[src/source/io_select_pkg.sv]
package io_select_pkg;

    // =========================================================================
    // Field widths
    // =========================================================================

    typedef logic [6:0]  io_addr_t;   // a7 down to a1, bit 0 is a1.
    typedef logic [2:0]  io_phase_t;
    typedef logic [31:0] apb_addr_t;
    typedef logic [31:0] apb_data_t;

    // =========================================================================
    // Command, select and owner types
    // =========================================================================

    typedef struct packed {
        logic     wr;                 // 1 for an output command, 0 for an input.
        io_addr_t addr;
    } io_cmd_t;

    typedef struct packed {
        logic dara;
        logic lga;
        logic icr;
        logic ssr;
        logic dor;
        logic dos;
        logic ssa;
        logic tsa;
        logic diad;
        logic disa;
        logic crca;
    } io_sel_t;

    typedef enum logic [1:0] {
        OWNER_NONE    = 2'd0,
        OWNER_HOST    = 2'd1,
        OWNER_ADAPTER = 2'd2
    } io_owner_t;

    // Event positions inside one word time.
    localparam io_phase_t PHASE_GRANT  = 3'd0;
    localparam io_phase_t PHASE_STROBE = 3'd2;
    localparam io_phase_t PHASE_CLEAR  = 3'd6;

    localparam int unsigned ADDR_A3 = 2;
    localparam int unsigned ADDR_A4 = 3;
    localparam int unsigned ADDR_A5 = 4;
    localparam int unsigned ADDR_A6 = 5;
    localparam int unsigned ADDR_A7 = 6;

    localparam apb_addr_t APB_OFS_CMD = 32'h0000_0000;
    localparam apb_addr_t APB_OFS_SEL = 32'h0000_0004;

endpackage

[src/source/io_phase_gen.sv]
`timescale 1ns/1ps

module io_phase_gen #(
    parameter int unsigned WORD_CYCLES = 8
) (
    input  logic sim_clk,
    input  logic rst_n,
    output logic phase_grant,
    output logic phase_strobe,
    output logic phase_clear
);

    import io_select_pkg::*;

    // the counter is never narrower than a phase value.
    localparam int unsigned CNT_W = ($clog2(WORD_CYCLES) > $bits(io_phase_t)) ?
                                    $clog2(WORD_CYCLES) : $bits(io_phase_t);
    localparam logic [CNT_W-1:0] LAST = CNT_W'(WORD_CYCLES - 1);

    logic [CNT_W-1:0] cnt;

    if (WORD_CYCLES < 7) begin : g_word_too_short
        $error("io_phase_gen needs at least seven cycles per word time");
    end

    // =========================================================================
    // Word time counter
    // =========================================================================

    always_ff @(posedge sim_clk) begin
        if (!rst_n) begin
            cnt <= '0;
        end else if (cnt == LAST) begin
            cnt <= '0;                                  // next word time starts.
        end else begin
            cnt <= cnt + 1'b1;
        end
    end

    // Stand-ins for the v1, v4, w8, y8 and x3 timing pulses.
    assign phase_grant  = (cnt == CNT_W'(PHASE_GRANT));
    assign phase_strobe = (cnt == CNT_W'(PHASE_STROBE));
    assign phase_clear  = (cnt == CNT_W'(PHASE_CLEAR));

    a_events_apart: assert property (
        @(posedge sim_clk) disable iff (!rst_n)
        $onehot0({phase_grant, phase_strobe, phase_clear})
    ) else $error("two phase events fired in one cycle");

endmodule

[src/source/io_bus_arbiter.sv]
`timescale 1ns/1ps

module io_bus_arbiter (
    input  logic                   sim_clk,
    input  logic                   rst_n,
    input  logic                   phase_grant,
    input  logic                   phase_clear,
    input  logic                   host_req,
    input  io_select_pkg::io_cmd_t host_cmd,
    input  logic                   adp_valid,
    input  io_select_pkg::io_cmd_t adp_cmd,
    output io_select_pkg::io_cmd_t bus_cmd,
    output io_select_pkg::io_owner_t bus_owner,
    output logic                   host_done,
    output logic                   adp_ack
);

    import io_select_pkg::*;

    typedef enum logic {
        IDLE,
        OWNED
    } arb_state_t;

    arb_state_t state;
    logic       last_host;                              // host won the last grant.
    logic       pick_host;
    logic       grant_now;
    logic       release_now;

    // the host goes first unless it was the last winner and the adapter waits.
    assign pick_host   = host_req && (!adp_valid || !last_host);
    assign grant_now   = (state == IDLE) && phase_grant && (host_req || adp_valid);
    assign release_now = (state == OWNED) && phase_clear;

    // =========================================================================
    // Ownership for one word time
    // =========================================================================

    always_ff @(posedge sim_clk) begin
        if (!rst_n) begin
            state     <= IDLE;
            bus_owner <= OWNER_NONE;
            last_host <= 1'b0;
        end else if (grant_now) begin
            state     <= OWNED;
            bus_owner <= pick_host ? OWNER_HOST : OWNER_ADAPTER;
            last_host <= pick_host;
        end else if (release_now) begin
            state     <= IDLE;
            bus_owner <= OWNER_NONE;
        end
    end

    always_ff @(posedge sim_clk) begin
        if (grant_now) begin
            bus_cmd <= pick_host ? host_cmd : adp_cmd;
        end
    end

    // completion pulses come on the clear phase of the owned word time.
    assign host_done = release_now && (bus_owner == OWNER_HOST);
    assign adp_ack   = release_now && (bus_owner == OWNER_ADAPTER);

    a_one_done: assert property (
        @(posedge sim_clk) disable iff (!rst_n)
        !(host_done && adp_ack)
    ) else $error("host_done and adp_ack pulsed together");

endmodule

[src/source/apb_pio_port.sv]
`timescale 1ns/1ps

module apb_pio_port (
    input  logic                     sim_clk,
    input  logic                     rst_n,
    input  io_select_pkg::apb_addr_t paddr,
    input  logic                     psel,
    input  logic                     penable,
    input  logic                     pwrite,
    input  io_select_pkg::apb_data_t pwdata,
    output io_select_pkg::apb_data_t prdata,
    output logic                     pready,
    output logic                     pslverr,
    output logic                     host_req,
    output io_select_pkg::io_cmd_t   host_cmd,
    input  logic                     host_done,
    input  io_select_pkg::io_sel_t   sel
);

    import io_select_pkg::*;

    logic    hit_cmd;
    logic    hit_sel;
    logic    access;
    logic    wr_cmd_access;
    logic    submit;
    logic    done_q;                                    // host_done delayed by one.
    io_sel_t sel_snap;

    assign hit_cmd       = (paddr == APB_OFS_CMD);
    assign hit_sel       = (paddr == APB_OFS_SEL);
    assign access        = psel && penable;
    assign wr_cmd_access = access && pwrite && hit_cmd;

    // a stretched write submits once and then waits for its own completion.
    assign submit = wr_cmd_access && !host_req && !done_q;

    // =========================================================================
    // Command hand-off to the arbiter
    // =========================================================================

    always_ff @(posedge sim_clk) begin
        if (!rst_n) begin
            host_req <= 1'b0;
            done_q   <= 1'b0;
            sel_snap <= '0;
        end else begin
            done_q <= host_done;
            if (host_done) begin
                host_req <= 1'b0;
                sel_snap <= sel;                        // selects are still up here.
            end else if (submit) begin
                host_req <= 1'b1;
            end
        end
    end

    always_ff @(posedge sim_clk) begin
        if (submit) begin
            host_cmd <= io_cmd_t'(pwdata[$bits(io_cmd_t)-1:0]);
        end
    end

    // =========================================================================
    // APB response
    // =========================================================================

    assign pready  = psel && (!wr_cmd_access || done_q);
    assign pslverr = access && !(hit_cmd || hit_sel);

    always_comb begin
        prdata = '0;
        if (hit_cmd) begin
            prdata[0] = host_req;                       // busy bit.
        end else if (hit_sel) begin
            prdata[$bits(io_sel_t)-1:0] = sel_snap;
        end
    end

    a_done_needs_req: assert property (
        @(posedge sim_clk) disable iff (!rst_n)
        host_done |-> host_req
    ) else $error("host_done without a pending host command");

endmodule

[src/source/io_addr_decode.sv]
`timescale 1ns/1ps

module io_addr_decode (
    input  logic                     sim_clk,
    input  logic                     rst_n,
    input  logic                     phase_strobe,
    input  logic                     phase_clear,
    input  io_select_pkg::io_cmd_t   bus_cmd,
    input  io_select_pkg::io_owner_t bus_owner,
    output io_select_pkg::io_sel_t   sel,
    output io_select_pkg::io_owner_t sel_owner
);

    import io_select_pkg::*;

    logic       a3;
    logic       a4;
    logic       a5;
    logic       a6;
    logic       a7;
    logic [2:0] a543;
    io_sel_t    read_sel;
    io_sel_t    write_sel;
    io_sel_t    next_sel;

    assign a3   = bus_cmd.addr[ADDR_A3];
    assign a4   = bus_cmd.addr[ADDR_A4];
    assign a5   = bus_cmd.addr[ADDR_A5];
    assign a6   = bus_cmd.addr[ADDR_A6];
    assign a7   = bus_cmd.addr[ADDR_A7];
    assign a543 = {a5, a4, a3};

    // =========================================================================
    // Input select decode
    // =========================================================================

    always_comb begin
        read_sel = '0;
        if (!bus_cmd.wr && !a7 && a6) begin
            case (a543)
                3'b000: begin
                    read_sel.crca = 1'b1;
                end
                3'b010: begin
                    read_sel.disa = 1'b1;
                end
                3'b011: begin
                    read_sel.diad = 1'b1;
                end
                3'b101: begin
                    read_sel.tsa = 1'b1;
                end
                3'b111: begin
                    read_sel.ssa = 1'b1;
                end
                default: begin
                    read_sel = '0;                      // unmatched input address.
                end
            endcase
        end
    end

    // =========================================================================
    // Output select decode
    // =========================================================================

    always_comb begin
        write_sel = '0;
        if (bus_cmd.wr) begin
            if (a7) begin
                write_sel.lga = 1'b1;
            end else if (!a6) begin
                case (a543)
                    3'b011: begin
                        write_sel.dos = 1'b1;
                        write_sel.dor = 1'b1;
                    end
                    3'b010: begin
                        write_sel.dor = 1'b1;
                    end
                    3'b111: begin
                        write_sel.ssr = 1'b1;
                    end
                    3'b100, 3'b101: begin
                        write_sel.icr = 1'b1;           // a5 set with a4 clear.
                    end
                    default: begin
                        write_sel = '0;
                    end
                endcase
            end
        end
    end

    always_comb begin
        next_sel      = read_sel | write_sel;
        next_sel.dara = (bus_owner == OWNER_ADAPTER);
    end

    // =========================================================================
    // Select latches
    // =========================================================================

    always_ff @(posedge sim_clk) begin
        if (!rst_n) begin
            sel       <= '0;
            sel_owner <= OWNER_NONE;
        end else if (phase_clear) begin
            sel       <= '0;
            sel_owner <= OWNER_NONE;
        end else if (phase_strobe && (bus_owner != OWNER_NONE)) begin
            sel       <= next_sel;
            sel_owner <= bus_owner;
        end
    end

    a_one_read_sel: assert property (
        @(posedge sim_clk) disable iff (!rst_n)
        $onehot0({sel.ssa, sel.tsa, sel.diad, sel.disa, sel.crca})
    ) else $error("more than one input select is high");

    // the arbiter must hold the owner for as long as its selects are up.
    a_owner_held: assert property (
        @(posedge sim_clk) disable iff (!rst_n)
        (sel_owner != OWNER_NONE) |-> (sel_owner == bus_owner)
    ) else $error("bus owner changed while its selects were latched");

endmodule

[src/source/io_select_top.sv]
`timescale 1ns/1ps

module io_select_top #(
    parameter int unsigned WORD_CYCLES = 8
) (
    input  logic                     sim_clk,
    input  logic                     rst_n,
    input  io_select_pkg::apb_addr_t paddr,
    input  logic                     psel,
    input  logic                     penable,
    input  logic                     pwrite,
    input  io_select_pkg::apb_data_t pwdata,
    output io_select_pkg::apb_data_t prdata,
    output logic                     pready,
    output logic                     pslverr,
    input  logic                     adp_valid,
    input  io_select_pkg::io_cmd_t   adp_cmd,
    output logic                     adp_ack,
    output io_select_pkg::io_sel_t   sel,
    output io_select_pkg::io_owner_t sel_owner
);

    import io_select_pkg::*;

    logic      phase_grant;
    logic      phase_strobe;
    logic      phase_clear;
    logic      host_req;
    logic      host_done;
    io_cmd_t   host_cmd;
    io_cmd_t   bus_cmd;
    io_owner_t bus_owner;

    // =========================================================================
    // Timing, arbitration, host port and decode
    // =========================================================================

    io_phase_gen #(
        .WORD_CYCLES (WORD_CYCLES)
    ) u_phase_gen (
        .sim_clk      (sim_clk),
        .rst_n        (rst_n),
        .phase_grant  (phase_grant),
        .phase_strobe (phase_strobe),
        .phase_clear  (phase_clear)
    );

    io_bus_arbiter u_bus_arbiter (
        .sim_clk     (sim_clk),
        .rst_n       (rst_n),
        .phase_grant (phase_grant),
        .phase_clear (phase_clear),
        .host_req    (host_req),
        .host_cmd    (host_cmd),
        .adp_valid   (adp_valid),
        .adp_cmd     (adp_cmd),
        .bus_cmd     (bus_cmd),
        .bus_owner   (bus_owner),
        .host_done   (host_done),
        .adp_ack     (adp_ack)
    );

    apb_pio_port u_apb_pio_port (
        .sim_clk   (sim_clk),
        .rst_n     (rst_n),
        .paddr     (paddr),
        .psel      (psel),
        .penable   (penable),
        .pwrite    (pwrite),
        .pwdata    (pwdata),
        .prdata    (prdata),
        .pready    (pready),
        .pslverr   (pslverr),
        .host_req  (host_req),
        .host_cmd  (host_cmd),
        .host_done (host_done),
        .sel       (sel)
    );

    io_addr_decode u_addr_decode (
        .sim_clk      (sim_clk),
        .rst_n        (rst_n),
        .phase_strobe (phase_strobe),
        .phase_clear  (phase_clear),
        .bus_cmd      (bus_cmd),
        .bus_owner    (bus_owner),
        .sel          (sel),
        .sel_owner    (sel_owner)
    );

endmodule

[config.mk]
export PLATFORM = sky130hd
export DESIGN_NAME = io_select_top
export DESIGN_NICKNAME = d
export VERILOG_FILES = /design/src/source/io_select_pkg.sv /design/src/source/io_phase_gen.sv /design/src/source/io_bus_arbiter.sv /design/src/source/apb_pio_port.sv /design/src/source/io_addr_decode.sv /design/src/source/io_select_top.sv
export SDC_FILE = /design/constraint.sdc
export NUM_CORES = 1
export LEC_CHECK = 0
export BUFFER_PORTS_ARGS = -buffer_cell sky130_fd_sc_hd__buf_4
export CAP_MARGIN = 25
export CORE_MARGIN = 2
export CORE_UTILIZATION = 34
export CTS_CLUSTER_SIZE = 14
export DETAILED_ROUTE_END_ITERATION = 10
export PLACE_DENSITY = 0.74
export SLEW_MARGIN = 40
export SYNTH_ARGS = -nofsm -noshare
export SYNTH_HDL_FRONTEND = slang
export SYNTH_HIERARCHICAL = 1
export SYNTH_SLANG_ARGS = --single-unit
[constraint.sdc]
create_clock -name sim_clk -period 2.7 [get_ports sim_clk]
set_input_delay 0.54 -clock sim_clk [delete_from_list [all_inputs] [get_ports sim_clk]]
set_output_delay 0.54 -clock sim_clk [all_outputs]
set_load 0.02 [all_outputs]
==> run metrics <==
setup_tns 0 ps; share of layout cells above drive strength 1 38.3%; Final setup viols 0; maximum fanout along the worst path 10; number of global-route vias before repair 1,566; Detailed Place HPWL 3470 um; Die Y-Extent 84.8 um; Vias 1,673; first-pass GRT wire length 6910 um; Pwr per Cell Area 448 nW/um2; Num CTS Buffers 5; beginning of the critical path paddr[14]; R2R Path Start u_phase_gen/cnt[0]; Final Hold Fails 0; WL per Instance 12.0 um; design area 2900 um2; Arr. time, crit path 1830 ps; Rel. slew slack 65.2%; clk_lat worst skew 300 ps; Hold Crit Class primary input to flop; crit end category output port; TritonCTS clock tree done; HP Start pwdata[7]; DR iter-0 viols 24; status completed; final core occ 45.7%; buffer count from post-CTS setup fixing 0; CTS Sinks 45; post-CTS sizing 0; vias per inst 4.66; post-route insts no fill 359; clk root buf clkbuf_8; RSZ-0062 raised after global routing no; Layout area overhead 30.6%; crit path time final 2370 ps; Max Slew Vio Count 0; dpl cell area 2810 um2; max-capacitance violation count 0; residual antenna-violating net count after detailed routing 0; Die Span X 84.8 um; core box area 6350 um2; Crit Path Category primary input to output port; initial core utilization 35.0%; Synth Instances 201; Mapped Avg Cell Area 11.0 um2; worst-margin pin slew 520 ps; Buffers on Ports 76; critical path required time 2160 ps; VDD IR max 0.327 mV; Detailed Routing Iterations Pass 1 4; Residual DRC 0; Final Net Count 363; grt total ovfl 0; H-tree depth 2; Clock Path Buffers 2; number of synthesis warnings 6; largest net degree at the start of global routing 24; hold buffer count at CTS 0; row count 29; final worst-path cycle share 87.8%; clock skew 11.3 ps; f_max 422 MHz; Post-Syn Area 2220 um2; total wire length 4320 um; initial antenna violation count 0; CP startpoint kind primary input; placer's final routability congestion estimate 0.784; antenna diode count 0; num ports 126; total track usage 12.0%; clk slew on worst S/H paths 80 ps; Cells after DPL 351; DIE AREA 7190 um2; Static Leak 0.00121 uW
==> metrics by stage <==
stage / power (uW) / hold slack, ps / setup WS (ps)
after global routing: 1370 / 406 / 132
after global placement: 894 / 451 / 316
after floorplan: 843 / 440 / 475
final: 1300 / 422 / 329
after detailed placement: 898 / 454 / 290
after CTS: 1320 / 411 / 298
==> power by group <==
| part | total, uW | leakage, uW | switching [uW] | internal (uW) |
|---|---|---|---|---|
| registers | 727 | 0.000377 | 18.4 | 709 |
| logic | 155 | 0.000787 | 77.2 | 78.1 |
| clock network | 419 | 0.0000447 | 232 | 187 |
==> state kept, by name, summed over array words and instances (netlist names) <==
register,count
u_addr_decode/sel_owner,2
u_bus_arbiter/bus_owner,2
u_bus_arbiter/bus_cmd,6
u_apb_pio_port/done_q,1
u_bus_arbiter/state,1
u_addr_decode/sel,11
u_apb_pio_port/host_cmd,6
u_apb_pio_port/host_req,1
u_phase_gen/cnt,3
u_apb_pio_port/sel_snap,11
u_bus_arbiter/last_host,1
==> worst max-delay path, stage by stage <==
cell	delay, ps
buf_4	110
nor4_2	280
nand4_2	230
nor3_4	350
and2_1	180
buf_4	130
==> area by class of cell <==
| cell class | instances | area (um2) |
|---|---|---|
| Fill cell | 606 | 3450 |
| Multi-Input combinational cell | 146 | 1090 |
| Sequential cell | 45 | 1020 |
| Timing Repair Buffer | 78 | 586 |
| Tap cell | 77 | 96.3 |
| Clock buffer | 5 | 68.8 |
| Clock inverter | 3 | 25.0 |
| Inverter | 5 | 18.8 |
==> final timing paths <==
path / cells after the start / slack (ps) / endpoint
worst max register to register: 9 / 870 / u_apb_pio_port/host_req
worst max-delay path: 6 / 330 / prdata[5]
worst min-delay path: 1 / 420 / u_apb_pio_port/host_cmd[7]
worst min register to register: 2 / 470 / u_addr_decode/sel_owner[0]
==> layout by cell type (no fill, tap or decap), types with 3 or more instances in the layout <==
cell type	count
a21boi_0	3
a21oi_1	6
a22o_1	7
and2_1	12
buf_4	78
clkbuf_8	5
conb_1	21
dfxtp_1	33
edfxtp_1	12
ha_1	4
inv_1	5
mux2_2	6
mux2i_1	12
nand2_1	10
nand2b_1	3
nand3_1	3
nor2_1	5
nor2b_1	15
nor4_1	4
nor4_2	3
nor4b_1	3
==> metal layers <==
metal  vias up  track usage [%]  routed length, um
met5         -                0                  0
met4         0             4.33                 42
met3         7             4.67                391
met2        67             18.6               2010
met1       756             15.2               1880
li1        843                -                  -
No activity file was read; power rests on OpenSTA's default activity.
